File: src/cpu_macros.svh
`ifndef CPU_MACROS_SVH
`define CPU_MACROS_SVH

`define CPU_REG_COUNT   8
`define CPU_DATA_W      32
`define CPU_ADDR_W      32
`define CPU_REG_NUM_W   3
`define CPU_IMM_W       16
`define CPU_OPC_W       4
`define CPU_INSTR_W     32
`define CPU_INSTR_BYTES 4

// Instruction word layout, imm sits in the low bits
`define CPU_OPC_LSB     28
`define CPU_RD_LSB      25
`define CPU_RS_LSB      22

`define CPU_OP_NOP      4'h0
`define CPU_OP_MOVI     4'h1
`define CPU_OP_ADD      4'h2
`define CPU_OP_SUB      4'h3
`define CPU_OP_AND      4'h4
`define CPU_OP_OR       4'h5
`define CPU_OP_XOR      4'h6
`define CPU_OP_STORE    4'h7

`endif

File: src/cpu_pkg.sv
`default_nettype none

`include "cpu_macros.svh"

package cpu_pkg;

   typedef enum logic [`CPU_OPC_W-1:0] {
      OP_NOP   = `CPU_OP_NOP,
      OP_MOVI  = `CPU_OP_MOVI,
      OP_ADD   = `CPU_OP_ADD,
      OP_SUB   = `CPU_OP_SUB,
      OP_AND   = `CPU_OP_AND,
      OP_OR    = `CPU_OP_OR,
      OP_XOR   = `CPU_OP_XOR,
      OP_STORE = `CPU_OP_STORE
   } opcode_e;

   // Decode to register access
   typedef struct packed {
      opcode_e                   opcode;
      logic [`CPU_REG_NUM_W-1:0] rd;
      logic [`CPU_REG_NUM_W-1:0] rs;
      logic [`CPU_IMM_W-1:0]     imm;
   } decoded_instr_t;

   // Register access to execute, operands already read
   typedef struct packed {
      opcode_e                   opcode;
      logic [`CPU_REG_NUM_W-1:0] rd;
      logic [`CPU_DATA_W-1:0]    rd_value;
      logic [`CPU_DATA_W-1:0]    rs_value;
      logic [`CPU_IMM_W-1:0]     imm;
   } exec_op_t;

endpackage

`default_nettype wire

File: src/pipe_skid_buffer.sv
`timescale 1ns/10ps
`default_nettype none

module pipe_skid_buffer #(
   parameter type payload_t = logic [31:0]
) (
   input  wire           clk,
   input  wire           reset,

   input  wire           in_valid,
   output logic          in_ready,
   input  wire payload_t in_data,

   output logic          out_valid,
   input  wire           out_ready,
   output payload_t      out_data
);

   logic     spare_valid;
   payload_t spare_data;
   logic     in_fire;
   logic     main_free;

   // Ready comes straight from a flop
   assign in_ready  = ~spare_valid;
   assign in_fire   = in_valid & in_ready;
   assign main_free = ~out_valid | out_ready;   // Main empty or leaving now

   always_ff @(posedge clk) begin
      if (reset) begin
         out_valid   <= 1'b0;
         spare_valid <= 1'b0;
      end else if (main_free) begin
         out_valid   <= spare_valid | in_fire;
         spare_valid <= 1'b0;
      end else if (in_fire) begin
         spare_valid <= 1'b1;   // Output stalled, park the item
      end
   end

   always_ff @(posedge clk) begin
      if (main_free) begin
         if (spare_valid) begin
            out_data <= spare_data;   // Older item goes first
         end else if (in_fire) begin
            out_data <= in_data;
         end
      end else if (in_fire) begin
         spare_data <= in_data;
      end
   end

endmodule

`default_nettype wire

File: src/fetch_unit.sv
`timescale 1ns/10ps
`default_nettype none

`include "cpu_macros.svh"

module fetch_unit (
   input  wire                     clk,
   input  wire                     reset,

   output logic                    imem_valid,
   input  wire                     imem_ready,
   output logic [`CPU_ADDR_W-1:0]  imem_address,

   input  wire                     imem_dp_valid,
   output logic                    imem_dp_ready,
   input  wire [`CPU_INSTR_W-1:0]  imem_dp_read_data,

   output logic                    f_valid,
   input  wire                     f_ready,
   output logic [`CPU_INSTR_W-1:0] f_instruction
);

   logic                   run_q;    // Low for one cycle after reset
   logic                   pend_q;   // Request accepted, word not yet passed on
   logic [`CPU_ADDR_W-1:0] pc_q;

   assign imem_valid   = run_q & ~pend_q;
   assign imem_address = pc_q;

   // Response goes to decode with its own handshake
   assign f_valid       = pend_q & imem_dp_valid;
   assign imem_dp_ready = pend_q & f_ready;
   assign f_instruction = imem_dp_read_data;

   always_ff @(posedge clk) begin
      if (reset) begin
         run_q  <= 1'b0;
         pend_q <= 1'b0;
         pc_q   <= '0;
      end else begin
         run_q <= 1'b1;
         if (imem_valid && imem_ready) begin
            pend_q <= 1'b1;
            pc_q   <= pc_q + `CPU_ADDR_W'(`CPU_INSTR_BYTES);
         end else if (f_valid && f_ready) begin
            pend_q <= 1'b0;   // Next request goes out next cycle
         end
      end
   end

endmodule

`default_nettype wire

File: src/decode_unit.sv
`timescale 1ns/10ps
`default_nettype none

`include "cpu_macros.svh"

module decode_unit import cpu_pkg::*; (
   input  wire                    clk,
   input  wire                    reset,

   input  wire                    f_valid,
   output logic                   f_ready,
   input  wire [`CPU_INSTR_W-1:0] f_instruction,

   output logic                   d_valid,
   input  wire                    d_ready,
   output decoded_instr_t         d_instr
);

   logic [`CPU_OPC_W-1:0] opc_field;
   decoded_instr_t        fields;

   assign opc_field = f_instruction[`CPU_OPC_LSB +: `CPU_OPC_W];

   always_comb begin
      fields.rd  = f_instruction[`CPU_RD_LSB +: `CPU_REG_NUM_W];
      fields.rs  = f_instruction[`CPU_RS_LSB +: `CPU_REG_NUM_W];
      fields.imm = f_instruction[`CPU_IMM_W-1:0];
      case (opc_field)
         `CPU_OP_MOVI,
         `CPU_OP_ADD,
         `CPU_OP_SUB,
         `CPU_OP_AND,
         `CPU_OP_OR,
         `CPU_OP_XOR,
         `CPU_OP_STORE: fields.opcode = opcode_e'(opc_field);
         default:       fields.opcode = OP_NOP;   // Also catches unused codes
      endcase
   end

   pipe_skid_buffer #(
      .payload_t (decoded_instr_t)
   ) uut_decode_buf (
      .clk       (clk),
      .reset     (reset),
      .in_valid  (f_valid),
      .in_ready  (f_ready),
      .in_data   (fields),
      .out_valid (d_valid),
      .out_ready (d_ready),
      .out_data  (d_instr)
   );

endmodule

`default_nettype wire

File: src/register_access.sv
`timescale 1ns/10ps
`default_nettype none

`include "cpu_macros.svh"

module register_access import cpu_pkg::*; (
   input  wire                      clk,
   input  wire                      reset,

   input  wire                      d_valid,
   output logic                     d_ready,
   input  wire decoded_instr_t      d_instr,

   output logic                     r_valid,
   input  wire                      r_ready,
   output exec_op_t                 r_op,

   input  wire                      wb_en,
   input  wire [`CPU_REG_NUM_W-1:0] wb_reg,
   input  wire [`CPU_DATA_W-1:0]    wb_data
);

   logic [`CPU_DATA_W-1:0]    regs [`CPU_REG_COUNT];
   logic [`CPU_REG_COUNT-1:0] pend_q;
   logic [`CPU_REG_COUNT-1:0] wb_mask;
   logic [`CPU_REG_COUNT-1:0] set_mask;
   logic [`CPU_REG_COUNT-1:0] pend_now;
   logic                      writes_rd;
   logic                      reads_rs;
   logic                      hazard;
   logic                      buf_ready;
   logic                      fwd;
   exec_op_t                  op;

   assign wb_mask  = wb_en ? (`CPU_REG_COUNT'(1) << wb_reg) : '0;
   assign pend_now = pend_q & ~wb_mask;   // Writeback this cycle clears its bit

   always_comb begin
      writes_rd = 1'b0;
      reads_rs  = 1'b0;
      case (d_instr.opcode)
         OP_MOVI: writes_rd = 1'b1;
         OP_ADD, OP_SUB, OP_AND, OP_OR, OP_XOR: begin
            writes_rd = 1'b1;
            reads_rs  = 1'b1;
         end
         default: ;
      endcase
   end

   // Every opcode but NOP touches rd
   assign hazard = ((d_instr.opcode != OP_NOP) && pend_now[d_instr.rd]) ||
                   (reads_rs && pend_now[d_instr.rs]);

   assign d_ready  = buf_ready & ~hazard;
   assign fwd      = d_valid & d_ready;
   assign set_mask = (fwd && writes_rd) ? (`CPU_REG_COUNT'(1) << d_instr.rd) : '0;

   // Operand read with writeback bypass
   always_comb begin
      op.opcode   = d_instr.opcode;
      op.rd       = d_instr.rd;
      op.imm      = d_instr.imm;
      op.rd_value = (wb_en && wb_reg == d_instr.rd) ? wb_data : regs[d_instr.rd];
      op.rs_value = (wb_en && wb_reg == d_instr.rs) ? wb_data : regs[d_instr.rs];
   end

   always_ff @(posedge clk) begin
      if (reset) begin
         pend_q <= '0;
         for (int i = 0; i < `CPU_REG_COUNT; i++) begin
            regs[i] <= '0;
         end
      end else begin
         pend_q <= pend_now | set_mask;
         if (wb_en) begin
            regs[wb_reg] <= wb_data;
         end
      end
   end

   pipe_skid_buffer #(
      .payload_t (exec_op_t)
   ) uut_reg_buf (
      .clk       (clk),
      .reset     (reset),
      .in_valid  (d_valid & ~hazard),
      .in_ready  (buf_ready),
      .in_data   (op),
      .out_valid (r_valid),
      .out_ready (r_ready),
      .out_data  (r_op)
   );

endmodule

`default_nettype wire

File: src/execute_unit.sv
`timescale 1ns/10ps
`default_nettype none

`include "cpu_macros.svh"

module execute_unit import cpu_pkg::*; (
   input  wire                       clk,
   input  wire                       reset,

   input  wire                       r_valid,
   output logic                      r_ready,
   input  wire exec_op_t             r_op,

   output logic                      wb_en,
   output logic [`CPU_REG_NUM_W-1:0] wb_reg,
   output logic [`CPU_DATA_W-1:0]    wb_data,

   output logic                      wmem_valid,
   input  wire                       wmem_ready,
   output logic [`CPU_ADDR_W-1:0]    wmem_address,
   output logic [`CPU_DATA_W-1:0]    wmem_wr_data
);

   logic                      out_valid_q;
   logic                      out_store_q;   // Held item goes to wmem
   logic [`CPU_REG_NUM_W-1:0] out_reg_q;
   logic [`CPU_DATA_W-1:0]    out_data_q;
   logic [`CPU_ADDR_W-1:0]    out_addr_q;
   logic [`CPU_DATA_W-1:0]    result;
   logic                      drain;
   logic                      accept;

   // Writeback always drains, a store waits on wmem_ready
   assign drain   = out_valid_q & (~out_store_q | wmem_ready);
   assign r_ready = ~out_valid_q | drain;
   assign accept  = r_valid & r_ready;

   assign wb_en        = out_valid_q & ~out_store_q;
   assign wb_reg       = out_reg_q;
   assign wb_data      = out_data_q;
   assign wmem_valid   = out_valid_q & out_store_q;
   assign wmem_address = out_addr_q;
   assign wmem_wr_data = out_data_q;

   always_comb begin
      case (r_op.opcode)
         OP_MOVI: result = `CPU_DATA_W'(r_op.imm);
         OP_ADD:  result = r_op.rd_value + r_op.rs_value;
         OP_SUB:  result = r_op.rd_value - r_op.rs_value;
         OP_AND:  result = r_op.rd_value & r_op.rs_value;
         OP_OR:   result = r_op.rd_value | r_op.rs_value;
         OP_XOR:  result = r_op.rd_value ^ r_op.rs_value;
         default: result = r_op.rd_value;   // Store data
      endcase
   end

   always_ff @(posedge clk) begin
      if (reset) begin
         out_valid_q <= 1'b0;
         out_store_q <= 1'b0;
      end else if (accept) begin
         out_valid_q <= (r_op.opcode != OP_NOP);   // NOP retires here
         out_store_q <= (r_op.opcode == OP_STORE);
      end else if (drain) begin
         out_valid_q <= 1'b0;
      end
   end

   always_ff @(posedge clk) begin
      if (accept) begin
         out_reg_q  <= r_op.rd;
         out_data_q <= result;
         out_addr_q <= `CPU_ADDR_W'(r_op.imm);   // Word address
      end
   end

endmodule

`default_nettype wire

File: src/top_pipeline.sv
`timescale 1ns/10ps
`default_nettype none

`include "cpu_macros.svh"

module top_pipeline import cpu_pkg::*; (
   input  wire                    clk,
   input  wire                    reset,

   output logic                   imem_valid,
   input  wire                    imem_ready,
   output logic [`CPU_ADDR_W-1:0] imem_address,
   input  wire                    imem_dp_valid,
   output logic                   imem_dp_ready,
   input  wire [`CPU_INSTR_W-1:0] imem_dp_read_data,

   output logic                   wmem_valid,
   input  wire                    wmem_ready,
   output logic [`CPU_ADDR_W-1:0] wmem_address,
   output logic [`CPU_DATA_W-1:0] wmem_wr_data
);

   // Fetch to decode
   logic                      f_valid;
   logic                      f_ready;
   logic [`CPU_INSTR_W-1:0]   f_instruction;

   // Decode to register access
   logic                      d_valid;
   logic                      d_ready;
   decoded_instr_t            d_instr;

   // Register access to execute
   logic                      r_valid;
   logic                      r_ready;
   exec_op_t                  r_op;

   // Writeback
   logic                      wb_en;
   logic [`CPU_REG_NUM_W-1:0] wb_reg;
   logic [`CPU_DATA_W-1:0]    wb_data;

   fetch_unit uut_fetch (
      .clk               (clk),
      .reset             (reset),
      .imem_valid        (imem_valid),
      .imem_ready        (imem_ready),
      .imem_address      (imem_address),
      .imem_dp_valid     (imem_dp_valid),
      .imem_dp_ready     (imem_dp_ready),
      .imem_dp_read_data (imem_dp_read_data),
      .f_valid           (f_valid),
      .f_ready           (f_ready),
      .f_instruction     (f_instruction)
   );

   decode_unit uut_decode (
      .clk           (clk),
      .reset         (reset),
      .f_valid       (f_valid),
      .f_ready       (f_ready),
      .f_instruction (f_instruction),
      .d_valid       (d_valid),
      .d_ready       (d_ready),
      .d_instr       (d_instr)
   );

   register_access uut_register_access (
      .clk     (clk),
      .reset   (reset),
      .d_valid (d_valid),
      .d_ready (d_ready),
      .d_instr (d_instr),
      .r_valid (r_valid),
      .r_ready (r_ready),
      .r_op    (r_op),
      .wb_en   (wb_en),
      .wb_reg  (wb_reg),
      .wb_data (wb_data)
   );

   execute_unit uut_execute (
      .clk          (clk),
      .reset        (reset),
      .r_valid      (r_valid),
      .r_ready      (r_ready),
      .r_op         (r_op),
      .wb_en        (wb_en),
      .wb_reg       (wb_reg),
      .wb_data      (wb_data),
      .wmem_valid   (wmem_valid),
      .wmem_ready   (wmem_ready),
      .wmem_address (wmem_address),
      .wmem_wr_data (wmem_wr_data)
   );

endmodule

`default_nettype wire

File: config.mk
export PLATFORM = sky130hd
export DESIGN_NAME = top_pipeline
export DESIGN_NICKNAME = d
export VERILOG_FILES = /design/src/cpu_pkg.sv /design/src/pipe_skid_buffer.sv /design/src/fetch_unit.sv /design/src/decode_unit.sv /design/src/register_access.sv /design/src/execute_unit.sv /design/src/top_pipeline.sv
export VERILOG_INCLUDE_DIRS = /design/src
export SDC_FILE = /design/constraint.sdc
export NUM_CORES = 1
export LEC_CHECK = 0
export ABC_AREA = 0
export ABC_CLOCK_PERIOD_IN_PS = 10750
export BUFFER_PORTS_ARGS = -buffer_cell sky130_fd_sc_hd__buf_2
export CAP_MARGIN = 15
export CORE_MARGIN = 5
export CORE_UTILIZATION = 42
export DETAILED_ROUTE_END_ITERATION = 8
export SKIP_CTS_REPAIR_TIMING = 1
export SYNTH_ARGS = -nofsm -noshare
export SYNTH_HDL_FRONTEND = slang
export SYNTH_SLANG_ARGS = --single-unit
File: constraint.sdc
create_clock -name clk -period 10.75 [get_ports clk]
set_input_delay 0.5375 -clock clk [delete_from_list [all_inputs] [get_ports clk]]
set_output_delay 0.5375 -clock clk [all_outputs]
set_load 0.01 [all_outputs]
After elaboration in Yosys (flattened, before gate mapping)
Memory sizes are Yosys's and may differ from the RTL's. A register that Yosys moved wholly into a read port is not among the register bits.
Cells that the tools add are included.
- memories: 1
- RAM bits: 256
- output and inout port bits: 99
- register bits after elaboration: 325
- input bits: 37
- $lt $le $gt $ge: 2
- shift operators: 2
- bitwise gates (word level): 34
- equal/unequal tests: 22
- mux-type cells: 31
- reduce and logical (&&, ||, !) cells: 24
- $add $sub $neg: 3
- memories (name ; depth ; bits a word ; rd ports ; clocked after Yosys merged registers in ; wr ports ; line ; source):
    uut_register_access.regs ; 8 ; 32 ; 2 ; 2 ; 8 ; register_access.sv:23 ; logic [`CPU_DATA_W-1:0] regs [`CPU_REG_COUNT];
- operators with widths (operator ; count):
    one-hot mux 32 bit (6 select lines) ; 1
    2-to-1 mux 87 bit ; 2
    2-to-1 mux 32 bit ; 3
    2-to-1 mux 26 bit ; 2
    == test 4 x 3 -> 1 bit (second input constant) ; 11
    adder 32 x 3 -> 32 bit (second input constant) ; 1
    adder 32 bit ; 1
    AND 32 bit ; 1
    OR 32 bit ; 1
    OR reduction 32 bit ; 1
    subtractor 32 bit ; 1
    XOR 32 bit ; 1
    == test 4 x 2 -> 1 bit (second input constant) ; 6
    2-to-1 mux 8 bit ; 2
    << shifter 1 x 3 -> 8 bit (first input constant) ; 2
    2-to-1 mux 1 bit ; 15
    AND 1 bit ; 12
    == test 4 x 1 -> 1 bit (second input constant) ; 3
    inverter 1 bit ; 10
    2-to-1 mux 3 bit ; 3
    AND 8 bit ; 1
    less-than comparator 3 x 4 -> 1 bit (second input constant) ; 2
    inverter 8 bit ; 1
    OR 8 bit ; 1
    13 further kinds ; 34

Logic depth before layout (Yosys ltp)
- depth after elaboration: 15
- mapped depth: 18
- depth with buffers taken out: 17

By module
A second synthesis with hierarchy kept.
- cell total of the unflattened synthesis: 2367
- area total of the unflattened synthesis: 31408.9 µm²
- by module, submodules not included (module ; seq. area each (µm²) ; cells an instance ; area an instance (µm²) ; times used):
    register_access ; 7847.5 ; 1055 ; 14559.0 ; 1
    pipe_skid_buffer (uut_register_access.uut_reg_buf) ; 5265.0 ; 280 ; 6797.8 ; 1
    execute_unit ; 1571.5 ; 743 ; 6287.3 ; 1
    pipe_skid_buffer (uut_decode.uut_decode_buf) ; 1601.5 ; 90 ; 2064.5 ; 1
    fetch_unit ; 640.6 ; 195 ; 1677.9 ; 1
    decode_unit ; 0.0 ; 4 ; 22.5 ; 1

Least setup slack after synthesis
No wires, ideal clock.
- path kind: reg-to-reg
- from: reg uut_execute.out_reg_q[0], in the netlist uut_execute.wb_reg[0]
- to: reg uut_register_access.uut_reg_buf.spare_data[0] (netlist name), enable pin
- path buffers: 1
- required time: 10.111 ns
- slack: 2.169 ns
- arrival time: 7.941 ns
- stages on the path, launching flop included: 9
- path through: edfxtp_1 or3b_1 buf_2 o21ai_0 mux4_2 nand2b_1 a32o_1 or2_2 nor3_1
- cells in the longest elaborated chain, start to end: 12
- elaborated cells on any way between the ends: 15
- RTL lines (item ; line ; source):
    start: declaration ; execute_unit.sv:26 ; logic [`CPU_REG_NUM_W-1:0] out_reg_q;
    start signal: assignment ; execute_unit.sv:71 ; out_reg_q <= r_op.rd;
    << shifter 1 x 3 -> 8 bit (no source line) (*) ; n/a ;
    2-to-1 mux 8 bit (*) ; register_access.sv:35 ; assign wb_mask = wb_en ? (`CPU_REG_COUNT'(1) << wb_reg) : '0;
    inverter 8 bit (*) ; register_access.sv:36 ; assign pend_now = pend_q & ~wb_mask;
    AND 8 bit (*) ; register_access.sv:36 ;
    binary-select mux 1 bit (select 3 bit), on equally long branches ; register_access.sv:52, register_access.sv:53 ;
    2-to-1 mux 1 bit, on equally long branches ; register_access.sv:52, register_access.sv:53 ;
    logical AND 1 bit, on equally long branches ; register_access.sv:52, register_access.sv:53 ;
    logical OR 1 bit (*) ; register_access.sv:52 ; assign hazard = ((d_instr.opcode != OP_NOP) && pend_now[d_instr.rd]) ||
    inverter 1 bit (*) ; register_access.sv:87 ; .in_valid (d_valid & ~hazard),
    AND 1 bit (*) ; register_access.sv:87 ;
    AND 1 bit (*) ; pipe_skid_buffer.sv:26 ; assign in_fire = in_valid & in_ready;
    AND reduction 2 bit (no source line) (*) ; n/a ;
    end signal: assignment ; pipe_skid_buffer.sv:49 ; spare_data <= in_data;
    end: declaration ; pipe_skid_buffer.sv:20 ; payload_t spare_data;
Mark *: on every way between the ends. The rest lies on a longest branch, timed or not. The select of a mux whose other input is x is not followed.
A chain may end at the register's enable or synchronous reset.

Final worst setup path
- from: reg uut_register_access.uut_reg_buf.out_data[85] (netlist name)
- to: reg uut_execute.out_data_q[29], in the netlist uut_execute.wb_data[29], data pin
- cells in the longest elaborated chain, start to end: 2
- elaborated cells on any way between the ends: 7
- RTL lines (item ; line ; source):
    start: declaration ; pipe_skid_buffer.sv:16 ; output payload_t out_data
    start signal: assignment ; pipe_skid_buffer.sv:44 ; out_data <= spare_data;
    start signal: assignment ; pipe_skid_buffer.sv:46 ; out_data <= in_data;
    == test 4 x 3 -> 1 bit, or another cell as far along ; execute_unit.sv:46 ; case (r_op.opcode)
    one-hot mux 32 bit (6 select lines) (*) ; execute_unit.sv:46 ;
    via uut_execute.result[29] ; execute_unit.sv:29 ; logic [`CPU_DATA_W-1:0] result;
    end signal: assignment ; execute_unit.sv:72 ; out_data_q <= result;
    end: declaration ; execute_unit.sv:27 ; logic [`CPU_DATA_W-1:0] out_data_q;
The timed path passes the listed nets; every way through them passes the cells marked *.

==> results.py <==
metrics = {
    "final_layout": {
        "final_core_util_pct": 47.8,
        "design_area_sq_um": 34200,
        "layout-drive-gt1-share_pct": 22.6,
        "areaGrowthSynthToFinish_pct": 12.7,
        "multiInputGateArea_sq_um": 12600,
        "top_regs": "uut_register_access.regs: 256 flops, uut_register_access.uut_reg_buf.out_data: 87 flops, uut_register_access.uut_reg_buf.spare_data: 87 flops",
        "largest_reg_flops": 256,
        "final_cells": 3353,
        "num_antenna_cells": 0,
        "num-nets-final": 2485,
        "largest-register": "uut_register_access.regs",
        "seq_area_sq_um": 17100,
        "fill_cells": 6271,
    },
    "timing": {
        "skew_ns": 0.0214,
        "drv_slew": 0,
        "period_share_pct": 51.9,
        "rsz0062_at_grt": "false",
        "finalSetupTns_ns": 0,
        "layout_min_cycle_time_ns": 5.57,
        "max_freq_mhz": 179,
        "hold_violations": 0,
        "setup_viol": 0,
        "worst_pin_slew_ns": 1.20,
        "maxSlewHeadroom_pct": 19.7,
    },
    "floorplan": {
        "die_area_sq_um": 77800,
        "num_rows": 98,
        "die_x_microns": 279,
        "io_pins": 136,
        "core_area_sq_um": 71600,
        "die_h_microns": 279,
        "start_util_pct": 42.4,
    },
    "grt": {
        "grt_use_total_pct": 20.5,
        "grt_max_degree": 65,
        "grt_antenna_before_repair": 0,
        "grt-ovfl-total": 0,
        "grt_pass1_wl_microns": 122000,
        "grt_pass1_vias": 19600,
    },
    "synthesis": {
        "yosysWarnings": 0,
        "ys.flop_type": "edfxtp_1",
        "syn_area_sq_um": 30400,
        "synth_cells": 2257,
        "synth-edff-count": 533,
        "ys_ff_latch": 585,
        "yosysUniqueCellTypes": 71,
        "async_reset_ff_share_pct": 0,
        "postSynthAreaPerCell_sq_um": 13.5,
        "synth-seq-area-share_pct": 56.1,
    },
    "placed_design": {
        "dp_cells": 3229,
        "hpwl_microns": 50000,
        "port_buffers": 111,
        "dpl-instance-area_sq_um": 32000,
        "gp_congestion": 0.895,
    },
    "detailed_routing": {
        "drt-total-wl_microns": 80700,
        "drc": 0,
        "first_iter_violations": 1480,
        "vias_per_cell": 5.68,
        "drt_pre_antenna_iters": 6,
        "ant_nets": 0,
        "vias": 19100,
        "post_drt_wl_per_cell_microns": 24.1,
    },
    "min_path": {
        "min_from": "imem_dp_read_data[25]",
        "min_path_type": "in -> reg",
    },
    "power": {
        "power.share.combinational_pct": 6.0,
        "irDropWorstVdd_uv": 94.2,
        "switching_share_pct": 22.1,
        "clkPwrFrac_pct": 43.7,
        "total_leakage_power_nw": 12.4,
        "p_seq_share_pct": 50.3,
        "internal-power_mw": 4.01,
        "powerDensity_nw_per_um2": 150,
        "switching_power_mw": 1.14,
        "p_total_mw": 5.14,
    },
    "clocking": {
        "clk_pin_slew_worst_paths_ns": 0.06,
        "numCtsBuffers": 68,
        "clk_latency_ns": 0.61,
        "root_buffer": "clkbuf_16",
        "h-tree-depth": 3,
        "clockBufferDepth": 3,
        "numClockSinks": 585,
        "tritoncts": "done",
    },
    "setup_path": {
        "cp.required_ns": 11.14,
        "crit_type": "reg -> reg",
        "cp_max_fo": 19,
        "start_kind": "flop",
        "worstSetupEndpointType": "flop",
        "crit-reg2reg-launch": "uut_register_access.uut_reg_buf.out_data[85]",
        "critPathArrivalTime_ns": 5.96,
        "crit_path_start": "uut_register_access.uut_reg_buf.out_data[85]",
    },
    "run_status": {
        "status": "finished clean",
    },
    "flow_run": {
        "drv_cap": 0,
    },
}
## synthesized netlist by cell type (7+ instances only)
cell | instances | area share (%)
o21ai_0 | 114 | 1.9
nor4_1 | 7 | 0.14
mux2_2 | 118 | 4.4
a211oi_1 | 20 | 0.49
mux4_2 | 131 | 9.7
xor2_1 | 36 | 1.0
mux2i_1 | 70 | 2.3
or3_1 | 10 | 0.21
buf_1 | 14 | 0.17
buf_4 | 18 | 0.44
inv_1 | 80 | 0.99
xnor2_1 | 47 | 1.4
o22ai_1 | 15 | 0.31
o211ai_1 | 9 | 0.22
a21o_1 | 18 | 0.44
nor2_1 | 75 | 0.93
clkbuf_1 | 95 | 1.2
o31ai_1 | 11 | 0.27
ha_1 | 97 | 4.0
nor3_1 | 23 | 0.38
nand4_1 | 10 | 0.21
nand3_1 | 24 | 0.40
a21oi_1 | 65 | 1.1
a221oi_1 | 14 | 0.40
nand2b_1 | 17 | 0.35
o21bai_1 | 7 | 0.17
nand2_1 | 134 | 1.7
buf_2 | 17 | 0.28
dfxtp_1 | 52 | 3.4
and2_1 | 265 | 5.5
nor2b_1 | 13 | 0.27
edfxtp_1 | 533 | 53
o221ai_1 | 20 | 0.58
## path summary, 6_finish.rpt
| check | end | slack, ns | depth (start not counted) |
|---|---|---|---|
| min | uut_decode.uut_decode_buf.spare_data[19] | 0.11 | 1 |
| max reg2reg | uut_execute.wb_data[29] | 5.18 | 14 |
| min reg2reg | uut_execute.wb_reg[1] | 0.42 | 0 |
| max | uut_execute.wb_data[29] | 5.18 | 14 |
## layer usage
layer / vias up / global-route usage [%] / share of wire, %
met4: 0 / 7.09 / 2.9
met2: 586 / 34.6 / 49
met3: 136 / 3.39 / 6.3
met5: - / 0 / 0
li1: 8660 / - / -
met1: 9678 / 27.1 / 42
## cell type report
type	count	area share, %
Timing Repair Buffer	150	2.54
Inverter	81	0.888
Sequential cell	585	49.8
Tap cell	950	3.47
Clock buffer	95	5.63
Multi-Input combinational cell	1464	36.9
Clock inverter	28	0.683
## worst max-delay path: stages (launching register included)
cell,delay [ns]
edfxtp_1,0.46
nor2_1,0.29
and2_1,0.58
nand2_1,0.70
o21ai_0,0.52
inv_1,0.09
ha_1,0.27
nor2b_1,0.20
o2111ai_1,0.20
a21oi_1,0.50
o21bai_1,0.24
a2111oi_0,0.74
o211ai_1,0.15
o41a_1,0.15
o21ai_0,0.26
## power groups by stage
stage               Sequential, mW  Combinational [mW]  Clock, mW
floorplan                     2.60               0.239          0
global placement              2.63               0.302          0
detailed placement            2.63               0.307          0
CTS                           2.58               0.309       2.31
global route                  2.59               0.335       2.40
finish                        2.58               0.309       2.25
## per-stage QoR
step | worst slack [ns] | hold slack [ns]
2_1_floorplan | 2.17 | 0.400
3_3_place_gp | 5.45 | 0.426
3_5_place_dp | 5.46 | 0.419
4_1_cts | 5.38 | 0.0730
5_1_grt | 4.95 | 0.0837
6_report | 5.18 | 0.115
## placed cells by master (no fill, tap or decap), types with 7 or more instances in the layout
master / Yosys / routed
or3_1: 10 / 10
xnor2_1: 47 / 47
xor2_1: 36 / 36
mux4_2: 131 / 131
o211ai_1: 9 / 9
dfxtp_1: 52 / 45
buf_4: 18 / 38
o21ai_0: 114 / 108
clkbuf_1: 95 / 18
mux2_2: 118 / 118
a21o_1: 18 / 18
nand4_1: 10 / 10
nor2_1: 75 / 72
and2_1: 265 / 265
buf_2: 17 / 111
ha_1: 97 / 97
nand2b_1: 17 / 17
clkinv_1: 1 / 11
clkinv_2: 0 / 8
nor2b_1: 13 / 11
mux2i_1: 70 / 70
a211oi_1: 20 / 20
nor3_1: 23 / 17
nand2_1: 134 / 134
a21oi_1: 65 / 64
edfxtp_1: 533 / 533
inv_1: 80 / 80
o221ai_1: 20 / 20
clkbuf_16: 0 / 72
conb_1: 1 / 19
o31ai_1: 11 / 9
a221oi_1: 14 / 14
nand3_1: 24 / 24
o22ai_1: 15 / 15
o21bai_1: 7 / 7
## cells by family (layout without fill, tap and decap cells)
logic type / Yosys count / after routing / share of synthesized area, %
and+or+nand+nor: 610 / 610 / 10.8
muxes: 320 / 320 / 16.4
DFF: 585 / 585 / 56.1
buffers and inverters: 226 / 354 / 3.12
xor gates and xnor gates: 84 / 84 / 2.45
AOI/OAI and AO/OA: 333 / 333 / 6.98
adders and majority gates: 98 / 98 / 4.06
other: 1 / 19 / 0.0123
(Power assumes the default switching activity.)
